==> src/verilog/rob_pkg.sv <==
// --------------------
// Shared widths, depth and types for the reorder-buffer arithmetic core.
// Every RTL block takes what it needs with a wildcard import.
// Compile this file before any module that imports it.
// --------------------
`default_nettype none

package rob_pkg;

  // Operand and result widths
  localparam int OPERAND_WIDTH = 8;
  localparam int RESULT_WIDTH = 16;

  // Reorder buffer geometry, the slot index doubles as the tag
  localparam int ROB_DEPTH = 8;
  localparam int ROB_INDEX_WIDTH = 3;

  // Shift-add multiplier, one iteration per multiplier bit
  localparam int MUL_CYCLES = OPERAND_WIDTH;
  localparam int MUL_COUNT_WIDTH = $clog2(MUL_CYCLES);

  typedef enum logic [1:0] {
    OP_ADD = 2'd0,
    OP_SUB = 2'd1,
    OP_XOR = 2'd2,
    OP_MUL = 2'd3
  } opcode_t;

  // Operation as issued by the requester
  typedef struct packed {
    opcode_t                  opcode;
    logic [OPERAND_WIDTH-1:0] operand_a;
    logic [OPERAND_WIDTH-1:0] operand_b;
  } op_req_t;

  // Operation routed to a unit, tagged with its buffer slot
  typedef struct packed {
    logic [ROB_INDEX_WIDTH-1:0] tag;
    opcode_t                    opcode;
    logic [OPERAND_WIDTH-1:0]   operand_a;
    logic [OPERAND_WIDTH-1:0]   operand_b;
  } unit_req_t;

  // Finished result on its way to the buffer
  typedef struct packed {
    logic [ROB_INDEX_WIDTH-1:0] tag;
    logic [RESULT_WIDTH-1:0]    data;
  } unit_result_t;

endpackage

`default_nettype wire
==> src/verilog/rob_core_top.sv <==
// --------------------
// Top level of the out-of-order arithmetic core.
// Operations go in with op_issue while op_busy is low. Results come out
// in issue order on result_valid and are consumed with result_take.
// --------------------
`timescale 1ns/1ps
`default_nettype none

module rob_core_top
  import rob_pkg::*;
(
  input  wire                     clock,
  input  wire                     resetn,
  input  wire                     op_issue,
  input  op_req_t                 op_req,
  output logic                    op_busy,
  output logic                    result_valid,
  output logic [RESULT_WIDTH-1:0] result_data,
  input  wire                     result_take,
  output logic                    rob_idle
);

  // Dispatch to buffer
  logic                       reserve;
  logic [ROB_INDEX_WIDTH-1:0] reserve_index;
  logic                       reserve_full;

  // Dispatch to units
  unit_req_t unit_req;
  logic      alu_start;
  logic      mul_start;
  logic      alu_busy;
  logic      mul_busy;

  // Units to arbiter
  logic         alu_done;
  logic         mul_done;
  unit_result_t alu_result;
  unit_result_t mul_result;
  logic         alu_grant;
  logic         mul_grant;

  // Arbiter to buffer
  logic         write_enable;
  unit_result_t write_result;

  op_dispatch u_dispatch (
    .clock         (clock),
    .resetn        (resetn),
    .op_issue      (op_issue),
    .op_req        (op_req),
    .op_busy       (op_busy),
    .reserve       (reserve),
    .reserve_index (reserve_index),
    .reserve_full  (reserve_full),
    .alu_busy      (alu_busy),
    .mul_busy      (mul_busy),
    .alu_start     (alu_start),
    .mul_start     (mul_start),
    .unit_req      (unit_req)
  );

  alu_unit u_alu (
    .clock    (clock),
    .resetn   (resetn),
    .start    (alu_start),
    .unit_req (unit_req),
    .busy     (alu_busy),
    .done     (alu_done),
    .result   (alu_result),
    .grant    (alu_grant)
  );

  mul_unit u_mul (
    .clock    (clock),
    .resetn   (resetn),
    .start    (mul_start),
    .unit_req (unit_req),
    .busy     (mul_busy),
    .done     (mul_done),
    .result   (mul_result),
    .grant    (mul_grant)
  );

  write_arbiter u_arbiter (
    .clock        (clock),
    .resetn       (resetn),
    .alu_done     (alu_done),
    .alu_result   (alu_result),
    .mul_done     (mul_done),
    .mul_result   (mul_result),
    .alu_grant    (alu_grant),
    .mul_grant    (mul_grant),
    .write_enable (write_enable),
    .write_result (write_result)
  );

  // Idle means nothing reserved
  reorder_buffer u_rob (
    .clock         (clock),
    .resetn        (resetn),
    .reserve       (reserve),
    .reserve_index (reserve_index),
    .reserve_full  (reserve_full),
    .reserve_empty (rob_idle),
    .write_enable  (write_enable),
    .write_result  (write_result),
    .read_valid    (result_valid),
    .read_data     (result_data),
    .read_enable   (result_take)
  );

endmodule

`default_nettype wire

==> src/verilog/write_arbiter.sv <==
// --------------------
// Round-robin arbiter for the reorder buffer's single write port.
// Grants one finished unit per cycle. On a tie the unit not granted
// last wins, ALU first out of reset. A loser keeps its result waiting.
// --------------------
`timescale 1ns/1ps
`default_nettype none

module write_arbiter
  import rob_pkg::*;
(
  input  wire          clock,
  input  wire          resetn,
  input  wire          alu_done,
  input  unit_result_t alu_result,
  input  wire          mul_done,
  input  unit_result_t mul_result,
  output logic         alu_grant,
  output logic         mul_grant,
  output logic         write_enable,
  output unit_result_t write_result
);

  // Set when the multiplier won most recently
  logic last_was_mul;

  // ALU wins when alone or when it is its turn
  assign alu_grant = alu_done & (~mul_done | last_was_mul);
  assign mul_grant = mul_done & ~alu_grant;

  assign write_enable = alu_grant | mul_grant;
  assign write_result = mul_grant ? mul_result : alu_result;

  // Reset as if the multiplier went last
  always_ff @(posedge clock or negedge resetn) begin
    if (!resetn) begin
      last_was_mul <= 1'b1;
    end else if (write_enable) begin
      last_was_mul <= mul_grant;
    end
  end

endmodule

`default_nettype wire

==> src/verilog/mul_unit.sv <==
// --------------------
// Iterative shift-add multiplier.
// One multiplier bit per cycle, the first one on the start edge, so done
// rises MUL_CYCLES cycles after start. The product holds until granted.
// --------------------
`timescale 1ns/1ps
`default_nettype none

module mul_unit
  import rob_pkg::*;
(
  input  wire          clock,
  input  wire          resetn,
  input  wire          start,
  input  unit_req_t    unit_req,
  output logic         busy,
  output logic         done,
  output unit_result_t result,
  input  wire          grant
);

  localparam int PAD_WIDTH = RESULT_WIDTH - OPERAND_WIDTH;

  typedef enum logic [1:0] {
    IDLE,
    RUN,
    HOLD
  } mul_state_t;

  mul_state_t                 state;
  logic [MUL_COUNT_WIDTH-1:0] step_count;

  // Datapath registers
  logic [RESULT_WIDTH-1:0]    product;
  logic [RESULT_WIDTH-1:0]    multiplicand;
  logic [OPERAND_WIDTH-1:0]   multiplier;
  logic [ROB_INDEX_WIDTH-1:0] tag_q;

  // Step operands, taken from the request while idle
  logic [RESULT_WIDTH-1:0]  step_acc;
  logic [RESULT_WIDTH-1:0]  step_mcand;
  logic [OPERAND_WIDTH-1:0] step_mult;
  logic [RESULT_WIDTH-1:0]  step_sum;
  logic                     step_en;

  always_comb begin
    if (state == IDLE) begin
      step_acc   = '0;
      step_mcand = {{PAD_WIDTH{1'b0}}, unit_req.operand_a};
      step_mult  = unit_req.operand_b;
    end else begin
      step_acc   = product;
      step_mcand = multiplicand;
      step_mult  = multiplier;
    end
  end

  // The single adder
  assign step_sum = step_acc + (step_mult[0] ? step_mcand : '0);
  assign step_en  = (state == IDLE && start) || state == RUN;

  assign busy = state != IDLE;
  assign done = state == HOLD;
  assign result.tag  = tag_q;
  assign result.data = product;

  always_ff @(posedge clock or negedge resetn) begin
    if (!resetn) begin
      state      <= IDLE;
      step_count <= '0;
    end else begin
      case (state)
        IDLE: if (start) begin
          state      <= RUN;
          step_count <= MUL_COUNT_WIDTH'(1);
        end
        RUN: begin
          step_count <= step_count + 1'b1;
          // Last bit consumed on this edge
          if (step_count == MUL_COUNT_WIDTH'(MUL_CYCLES - 1)) begin
            state <= HOLD;
          end
        end
        HOLD: if (grant) state <= IDLE;
        default: state <= IDLE;
      endcase
    end
  end

  always_ff @(posedge clock) begin
    if (step_en) begin
      product      <= step_sum;
      multiplicand <= step_mcand << 1;
      multiplier   <= step_mult >> 1;
    end
    if (state == IDLE && start) begin
      tag_q <= unit_req.tag;
    end
  end

endmodule

`default_nettype wire

==> src/verilog/alu_unit.sv <==
// --------------------
// Single-cycle add, subtract and xor unit.
// Result is registered at the start edge and done rises the next cycle.
// Done and the result hold until the write arbiter grants them.
// --------------------
`timescale 1ns/1ps
`default_nettype none

module alu_unit
  import rob_pkg::*;
(
  input  wire          clock,
  input  wire          resetn,
  input  wire          start,
  input  unit_req_t    unit_req,
  output logic         busy,
  output logic         done,
  output unit_result_t result,
  input  wire          grant
);

  localparam int PAD_WIDTH = RESULT_WIDTH - OPERAND_WIDTH;

  logic [RESULT_WIDTH-1:0] a_ext;
  logic [RESULT_WIDTH-1:0] b_ext;
  logic [RESULT_WIDTH-1:0] alu_value;

  // Zero-extend operands first
  assign a_ext = {{PAD_WIDTH{1'b0}}, unit_req.operand_a};
  assign b_ext = {{PAD_WIDTH{1'b0}}, unit_req.operand_b};

  always_comb begin
    case (unit_req.opcode)
      OP_ADD:  alu_value = a_ext + b_ext;
      OP_SUB:  alu_value = a_ext - b_ext;
      OP_XOR:  alu_value = a_ext ^ b_ext;
      // Multiplies go to the other unit
      default: alu_value = '0;
    endcase
  end

  // Unit stays occupied while holding its result
  assign busy = done;

  always_ff @(posedge clock or negedge resetn) begin
    if (!resetn) begin
      done <= 1'b0;
    end else if (start) begin
      done <= 1'b1;
    end else if (grant) begin
      done <= 1'b0;
    end
  end

  always_ff @(posedge clock) begin
    if (start) begin
      result.tag  <= unit_req.tag;
      result.data <= alu_value;
    end
  end

endmodule

`default_nettype wire

==> src/verilog/op_dispatch.sv <==
// --------------------
// Issue stage of the core.
// Takes one operation per issue strobe, reserves its buffer slot and
// starts the unit picked by the opcode in the same cycle.
// op_busy tells the requester to hold off.
// --------------------
`timescale 1ns/1ps
`default_nettype none

module op_dispatch
  import rob_pkg::*;
(
  input  wire                        clock,
  input  wire                        resetn,
  input  wire                        op_issue,
  input  op_req_t                    op_req,
  output logic                       op_busy,
  output logic                       reserve,
  input  wire [ROB_INDEX_WIDTH-1:0]  reserve_index,
  input  wire                        reserve_full,
  input  wire                        alu_busy,
  input  wire                        mul_busy,
  output logic                       alu_start,
  output logic                       mul_start,
  output unit_req_t                  unit_req
);

  logic use_mul;
  logic target_busy;
  logic accept;

  // Opcode decode
  always_comb begin
    case (op_req.opcode)
      OP_ADD, OP_SUB, OP_XOR: use_mul = 1'b0;
      OP_MUL:                 use_mul = 1'b1;
      default:                use_mul = 1'b0;
    endcase
  end

  // Busy depends on the opcode currently offered
  assign target_busy = use_mul ? mul_busy : alu_busy;
  assign op_busy     = reserve_full | target_busy;

  // Issue counts only while not busy
  assign accept    = op_issue & ~op_busy;
  assign reserve   = accept;
  assign alu_start = accept & ~use_mul;
  assign mul_start = accept & use_mul;

  // Tag is the slot being reserved this cycle
  always_comb begin
    unit_req.tag       = reserve_index;
    unit_req.opcode    = op_req.opcode;
    unit_req.operand_a = op_req.operand_a;
    unit_req.operand_b = op_req.operand_b;
  end

endmodule

`default_nettype wire

==> src/verilog/reorder_buffer.sv <==
// --------------------
// Reorder buffer for unit results.
// Slots are reserved in issue order and the slot index is the tag.
// Units write results at their tags in any order.
// The head slot is presented once it holds a result, and a read frees it.
// --------------------
`timescale 1ns/1ps
`default_nettype none

module reorder_buffer
  import rob_pkg::*;
(
  input  wire                        clock,
  input  wire                        resetn,
  // Reservation side
  input  wire                        reserve,
  output logic [ROB_INDEX_WIDTH-1:0] reserve_index,
  output logic                       reserve_full,
  output logic                       reserve_empty,
  // Write side
  input  wire                        write_enable,
  input  unit_result_t               write_result,
  // Read side
  output logic                       read_valid,
  output logic [RESULT_WIDTH-1:0]    read_data,
  input  wire                        read_enable
);

  // Result storage, no reset needed
  logic [RESULT_WIDTH-1:0] data_mem [ROB_DEPTH];

  // Per-slot state
  logic [ROB_DEPTH-1:0] reserved;
  logic [ROB_DEPTH-1:0] reserved_next;
  logic [ROB_DEPTH-1:0] valid;
  logic [ROB_DEPTH-1:0] valid_next;

  // Pointers carry an extra wrap bit
  logic [ROB_INDEX_WIDTH:0] reserve_ptr;
  logic [ROB_INDEX_WIDTH:0] reserve_ptr_next;
  logic [ROB_INDEX_WIDTH:0] read_ptr;
  logic [ROB_INDEX_WIDTH:0] read_ptr_next;

  logic [ROB_INDEX_WIDTH-1:0] head_index;
  logic                       same_index;
  logic                       same_wrap;

  assign reserve_index = reserve_ptr[ROB_INDEX_WIDTH-1:0];
  assign head_index    = read_ptr[ROB_INDEX_WIDTH-1:0];

  // Head is readable only when reserved and written
  assign read_valid = valid[head_index] & reserved[head_index];
  assign read_data  = data_mem[head_index];

  always_comb begin
    reserve_ptr_next = reserve_ptr;
    read_ptr_next    = read_ptr;
    reserved_next    = reserved;
    valid_next       = valid;
    // Hand out the next tag
    if (reserve && !reserve_full) begin
      reserved_next[reserve_index] = 1'b1;
      reserve_ptr_next = reserve_ptr + 1'b1;
    end
    // Result lands at its own tag
    if (write_enable) begin
      valid_next[write_result.tag] = 1'b1;
    end
    // Retire the head
    if (read_enable && read_valid) begin
      reserved_next[head_index] = 1'b0;
      valid_next[head_index]    = 1'b0;
      read_ptr_next = read_ptr + 1'b1;
    end
  end

  // Flags compare the next pointers so they are ready right after the edge
  assign same_index = reserve_ptr_next[ROB_INDEX_WIDTH-1:0] ==
                      read_ptr_next[ROB_INDEX_WIDTH-1:0];
  assign same_wrap  = reserve_ptr_next[ROB_INDEX_WIDTH] == read_ptr_next[ROB_INDEX_WIDTH];

  always_ff @(posedge clock or negedge resetn) begin
    if (!resetn) begin
      reserve_ptr   <= '0;
      read_ptr      <= '0;
      reserved      <= '0;
      valid         <= '0;
      reserve_full  <= 1'b0;
      reserve_empty <= 1'b1;
    end else begin
      reserve_ptr   <= reserve_ptr_next;
      read_ptr      <= read_ptr_next;
      reserved      <= reserved_next;
      valid         <= valid_next;
      reserve_full  <= same_index & ~same_wrap;
      reserve_empty <= same_index & same_wrap;
    end
  end

  always_ff @(posedge clock) begin
    if (write_enable) begin
      data_mem[write_result.tag] <= write_result.data;
    end
  end

endmodule

`default_nettype wire

==> config.mk <==
export PLATFORM = sky130hd
export DESIGN_NAME = rob_core_top
export DESIGN_NICKNAME = d
export VERILOG_FILES = /design/src/verilog/rob_pkg.sv /design/src/verilog/rob_core_top.sv /design/src/verilog/write_arbiter.sv /design/src/verilog/mul_unit.sv /design/src/verilog/alu_unit.sv /design/src/verilog/op_dispatch.sv /design/src/verilog/reorder_buffer.sv
export SDC_FILE = /design/constraint.sdc
export NUM_CORES = 1
export LEC_CHECK = 0
export ABC_AREA = 0
export BUFFER_PORTS_ARGS = -buffer_cell sky130_fd_sc_hd__buf_2
export CORE_MARGIN = 2
export CORE_UTILIZATION = 67
export CTS_CLUSTER_DIAMETER = 120
export DETAILED_ROUTE_END_ITERATION = 16
export GPL_TIMING_DRIVEN = 0
export PLACE_DENSITY = 0.92
export SETUP_SLACK_MARGIN = 0.05
export SLEW_MARGIN = 20
export SYNTH_ARGS = -nofsm -noshare
export SYNTH_HDL_FRONTEND = slang
export SYNTH_SLANG_ARGS = --single-unit
export TNS_END_PERCENT = 1
==> constraint.sdc <==
create_clock -name clock -period 6.1 [get_ports clock]
set_clock_uncertainty 0.15 [all_clocks]
set_input_delay 0.915 -clock clock [delete_from_list [all_inputs] [get_ports clock]]
set_output_delay 0.915 -clock clock [all_outputs]
set_load 0.1 [all_outputs]
* After elaboration in Yosys (flattened, before gate mapping)
Memories as Yosys holds them, arrays and structs flattened.
Cells that the tools add are included.
** Storage, ports and cells
- Bits in registers :: 93
- Bits in latches :: 0
- Bits in writable memories :: 128
- ROM bits :: 0
- Input port bits :: 22
- Output and inout bits :: 19
- Logic and storage cells :: 113
- Memories :: 1
** Operators by class
- Add/sub/neg operators :: 6
- Multipliers :: 0
- Div/mod/pow operators :: 0
- Order comparisons :: 6
- Eq/ne operators :: 11
- Shift operators :: 0
- Mux-type cells :: 34
- Bitwise operators :: 22
- Reductions and logical operators :: 16
** Memory list
- u_rob.data_mem :: depth 8, bits a word 16, rd ports 1, clocked after memory_dff 0, write ports 1, line reorder_buffer.sv:30 : logic [RESULT_WIDTH-1:0] data_mem [ROB_DEPTH];
** Operator list (count)
- 16-bit 2-to-1 mux :: 3
- 16-bit one-hot mux with 3 select lines :: 1
- 8-bit 2-to-1 mux :: 4
- 19-bit 2-to-1 mux :: 1
- 16-bit adder :: 1
- 8-bit bitwise AND :: 2
- 8-bit bitwise OR :: 2
- 3-bit by 4-bit less-than comparator with 1-bit output, second input constant :: 3
- 1-bit 2-to-1 mux :: 10
- 8-bit by 8-bit adder with 9-bit output :: 1
- 1-bit demux with 3-bit select :: 3
- 3-bit by 1-bit >= comparator with 1-bit output, second input constant :: 3
- 8-bit by 8-bit subtractor with 9-bit output :: 1
- 4-bit by 1-bit adder with 4-bit output, second input constant :: 2
- 1-bit bitwise AND :: 8
- 4-bit 2-to-1 mux :: 2
- 8-bit NOT :: 1
- 8-bit XOR :: 1
- 7-bit 2-to-1 mux :: 1
- 1-bit binary-select mux with 3-bit select :: 2
- 2-bit == test, second input constant :: 3
- 1-bit logical AND :: 6
- 2-bit 2-to-1 mux :: 3
- 2-bit one-hot mux with 3 select lines :: 1
- other kinds (19) :: 30

* Logic depth before layout (Yosys ltp)
- Depth after elaboration :: 15
- Depth in mapped cells :: 13
- Mapped depth without buffers :: 12

* By module
Synthesis repeated with hierarchy kept, for this count alone.
** Unflattened totals
- Cell total of the unflattened synthesis :: 875
- Area, all modules :: 10811.6 um2
** Modules (own cells, without submodules)
- reorder_buffer :: instances 1, cells an instance 434, area each 6326.1 um2, sequential area each 4495.6 um2
- mul_unit :: instances 1, cells an instance 242, area each 2627.5 um2, sequential area each 1356.3 um2
- alu_unit :: instances 1, cells an instance 143, area each 1350.0 um2, sequential area each 415.4 um2
- write_arbiter :: instances 1, cells an instance 28, area each 300.3 um2, sequential area each 26.3 um2
- op_dispatch :: instances 1, cells an instance 28, area each 207.7 um2, sequential area each 0.0 um2

* Worst setup path before layout
No wires, ideal clock.
- Path type :: input-to-reg
- Start :: input op_req[0] (netlist name)
- End :: register u_mul.product[13], data pin
- Setup time :: 0.137 ns
- Data arrival time :: 3.068 ns
- Required time :: 5.813 ns
- Path slack :: 2.745 ns
- Stages :: 10
- Buffers on the path :: 0
- Path through :: mux2i_1 -> nor2b_1 -> ha_1 -> a21o_1 -> a211oi_1 -> o21bai_1 -> a31oi_1 -> o21ai_1 -> or4_1 -> nand4_1
** Between the ends
- Longest elaborated chain between the ends :: 3
** Ends and longest elaborated chain
- from (decl) :: line rob_core_top.sv:15 : input op_req_t op_req,
- 7-bit 2-to-1 mux :: line mul_unit.sv:47 : if (state == IDLE) begin
- 16-bit 2-to-1 mux :: line mul_unit.sv:59 : assign step_sum = step_acc + (step_mult[0] ? step_mcand : '0);
- 16-bit adder :: line mul_unit.sv:59
- via u_mul.step_sum[13] :: line mul_unit.sv:43 : logic [RESULT_WIDTH-1:0] step_sum;
- to (signal assigned) :: line mul_unit.sv:92 : product <= step_sum;
- to (decl) :: line mul_unit.sv:34 : logic [RESULT_WIDTH-1:0] product;
The timed path passes the listed nets, and every way through them passes these cells.
A chain may end at the register's enable or synchronous reset.

* Worst setup path after layout
- Start :: register u_rob.read_ptr[2]
- End :: output result_data[7]
** Between the ends
- Longest elaborated chain between the ends :: 1
** Ends and longest elaborated chain
- from (decl) :: line reorder_buffer.sv:41 : logic [ROB_INDEX_WIDTH:0] read_ptr;
- from (signal assigned) :: line reorder_buffer.sv:92 : read_ptr <= read_ptr_next;
- memory read 8 x 16 bit
- to (decl) :: line rob_core_top.sv:18 : output logic [RESULT_WIDTH-1:0] result_data,
Every way passes these cells.

==> flow_summary.json <==
{
  "endpoint_kind": "output port",
  "fmax_mhz": 231,
  "core_sq_um": 15100,
  "setup_tns_ns": 0,
  "rows": 45,
  "clkSlewWorstSetupHoldPaths_ns": 0.07,
  "ys.flop_type": "edfxtp_1",
  "place_inst": 991,
  "final_cells": 1031,
  "critPathMaxFanout": 10,
  "async_flop_share": 0.153,
  "report.final.slew_viol_count": 0,
  "fin_crit_ns": 4.32,
  "grt_pass1_wl_microns": 37700,
  "seq_power_share": 0.344,
  "design.die.area_sq_um": 16400,
  "fin_area_sq_um": 11500,
  "synth_edf_count": 182,
  "synth-seq-cells": 215,
  "io_pins": 41,
  "grt_pass1_vias": 6886,
  "maxCapViolCount": 0,
  "p_per_area_nw_per_um2": 571,
  "postSynthAreaPerCell_sq_um": 13.5,
  "synthesis.nets": 821,
  "p_sw_mw": 2.76,
  "relSlewSlack": 0.250,
  "path_class": "reg -> out",
  "crit_required_ns": 5.03,
  "diodes": 0,
  "switching_share": 0.420,
  "drtIter0Drc": 705,
  "cts_tree": "yes",
  "grt_start_max_net_pins": 35,
  "max-vdd-ir-drop_uv": 272,
  "drc_errors": 0,
  "layout-drive-gt1-share": 0.186,
  "dieHeight_microns": 128,
  "cts.sinks": 215,
  "worstSkewPairLatency_ns": 0.50,
  "nNetsFinal": 887,
  "cts-resized-gates": 0,
  "yosysSeqAreaShare": 0.610,
  "rsz0062_at_grt": "false",
  "finalCritPeriodShare": 0.709,
  "synthDistinctLibCells": 62,
  "vias_per_cell": 6.61,
  "clockBufferDepth": 3,
  "dpl.hpwl_microns": 15300,
  "h-tree-depth": 1,
  "grt_overflow_total": 0,
  "setup_viol": 0,
  "root_buffer": "clkbuf_16",
  "cp-start-kind": "flop",
  "drt-pass1-iter-count": 8,
  "cell_internal_pwr_mw": 3.82,
  "area_delta_synth_final_pct": 11.8,
  "yosys_warnings": 0,
  "mostFrequentLayoutCells": "182 x edfxtp_1, 85 x nand2_1, 44 x buf_2",
  "syn_inst": 761,
  "synth_area_sq_um": 10300,
  "grt_use_total": 0.303,
  "cts_inserted_buffers": 22,
  "clock_power_share": 0.207,
  "hp-class": "in -> async",
  "wl_per_cell_microns": 23.5,
  "postCtsSetupBuffers": 0,
  "antenna_found_initial": 0,
  "n_fill_cell": 835,
  "synth_top_area_share": 0.530,
  "synth_area_leaders": "edfxtp_1 53%, dfrtp_1 7.5%, mux4_2 7.4%",
  "place_congestion": 0.897,
  "antenna_left": 0,
  "initial_core_util": 0.681,
  "cts_hold_buf": 0,
  "dpl_cell_area_sq_um": 10800,
  "port_buffers": 39,
  "via_count": 6816,
  "comb_power_share": 0.449,
  "tightest_slew_ns": 1.12,
  "synth_top_area_cell": "edfxtp_1",
  "status": "complete, no violations",
  "drt_wl_total_microns": 24200,
  "fp.dieW_microns": 128,
  "p_leak_nw": 4.43,
  "hold_viol": 0,
  "worstPathArrival_ns": 3.26,
  "mostFrequentLayoutCell": "edfxtp_1"
}
-- worst paths after layout --
kind                                                start  slack [ns]                         endpoint  cells after the start
min                                                resetn        0.32      u_rob.reserved[4]$_DFF_PN0_                      1
max in group asynchronous                          resetn        5.00  u_mul.step_count[0]$_DFFE_PN0P_                      1
min reg2reg                u_rob.reserve_ptr[2]$_DFF_PN0_        0.34       u_alu.result[18]$_DFFE_PP_                      0
min in group clock         u_rob.reserve_ptr[2]$_DFF_PN0_        0.34       u_alu.result[18]$_DFFE_PP_                      0
max reg2reg                    u_mul.state[1]$_DFFE_PN0P_        2.10      u_mul.product[13]$_DFFE_PP_                     12
max                           u_rob.read_ptr[2]$_DFF_PN0_        1.78                   result_data[7]                      6
-- synthesized netlist by cell type (all sizes together), types with 3 or more instances --
cell type and count:
a21oi 40, nor3 12, clkbuf 22, o31a 3, a21o 11, o21ai 28, o22ai 4, mux2 20
nand4 4, xnor2 13, and2 31, xor2 12, nor2 44, nor2b 13, fa 3, inv 27
edfxtp 182, nor4 4, nand3 7, ha 35, nand2b 6, o21bai 5, a211oi 3, dfrtp 31
nand3b 5, and3 15, o21a 5, o32ai 3, a31oi 11, or3 4, mux2i 4, buf 11
mux4 34, nand2 87
-- metrics by stage --
step | setup WS (ns) | hold slack (ns) | total power, mW | utilization
2_1_floorplan | 2.74 | 0.287 | 4.50 | -
5_1_grt | 1.75 | 0.368 | 6.83 | 0.761
4_1_cts | 1.83 | 0.337 | 6.54 | 0.761
3_3_place_gp | 2.26 | 0.304 | 4.93 | 0.709
6_report | 1.78 | 0.317 | 6.58 | 0.761
3_5_place_dp | 2.16 | 0.324 | 5.11 | 0.713
-- power by group through the flow --
stage          clock, mW  combinational, mW  sequential [mW]
5_1_grt             1.42               3.13             2.28
3_5_place_dp           0               2.85             2.26
4_1_cts             1.37               2.92             2.25
6_report            1.36               2.96             2.26
3_3_place_gp           0               2.69             2.24
2_1_floorplan          0               2.29             2.21
-- critical path, cell delays in order (launching register included) --
cell     delay [ns]
dfrtp_1        0.31
buf_2          0.20
buf_1          0.59
buf_1          0.62
mux4_2         0.41
mux2_2         0.30
buf_2          0.30
-- flip-flops by register name, summed over array words and instances, names as in the netlist --
register / count
u_arbiter.last_was_mul: 1
u_alu.busy: 1
u_rob.data_mem: 128
u_mul.tag_q: 3
u_alu.result: 13
u_rob.reserve_ptr: 4
u_rob.valid: 8
u_mul.product: 16
u_mul.multiplier: 7
u_rob.read_ptr: 4
u_mul.step_count: 3
u_rob.reserve_empty: 1
u_rob.reserved: 8
u_mul.multiplicand: 15
u_mul.state: 2
u_rob.reserve_full: 1
-- final cells by class --
cell class | instances | area [sq um] | share of cell area
Sequential cell | 215 | 6290 | 0.546
Multi-Input combinational cell | 486 | 3780 | 0.328
Clock buffer | 28 | 614 | 0.0533
Timing Repair Buffer | 42 | 245 | 0.0213
Tap cell | 188 | 235 | 0.0204
Buffer | 33 | 145 | 0.0126
Clock inverter | 12 | 116 | 0.0101
Inverter | 27 | 101 | 0.00879
-- metal layers --
layer  track usage  up-vias  part of all wire
met4         0.103        0             0.036
met2         0.523      426              0.49
li1              -     2970                 -
met1         0.396     3336              0.39
met3        0.0497       84             0.081
met5             0        -                 0
-- kinds of logic (layout without fill, tap and decap cells) --
logic type,count (synthesis),count (layout),share of synthesized area
xor+xnor,25,25,0.0238
buf+inv,60,142,0.0239
compound gates,125,125,0.0774
simple gates,240,240,0.115
flops,215,215,0.610
mux,58,58,0.102
fa+ha+maj,38,38,0.0483
Power figures use the tool's default switching activity.
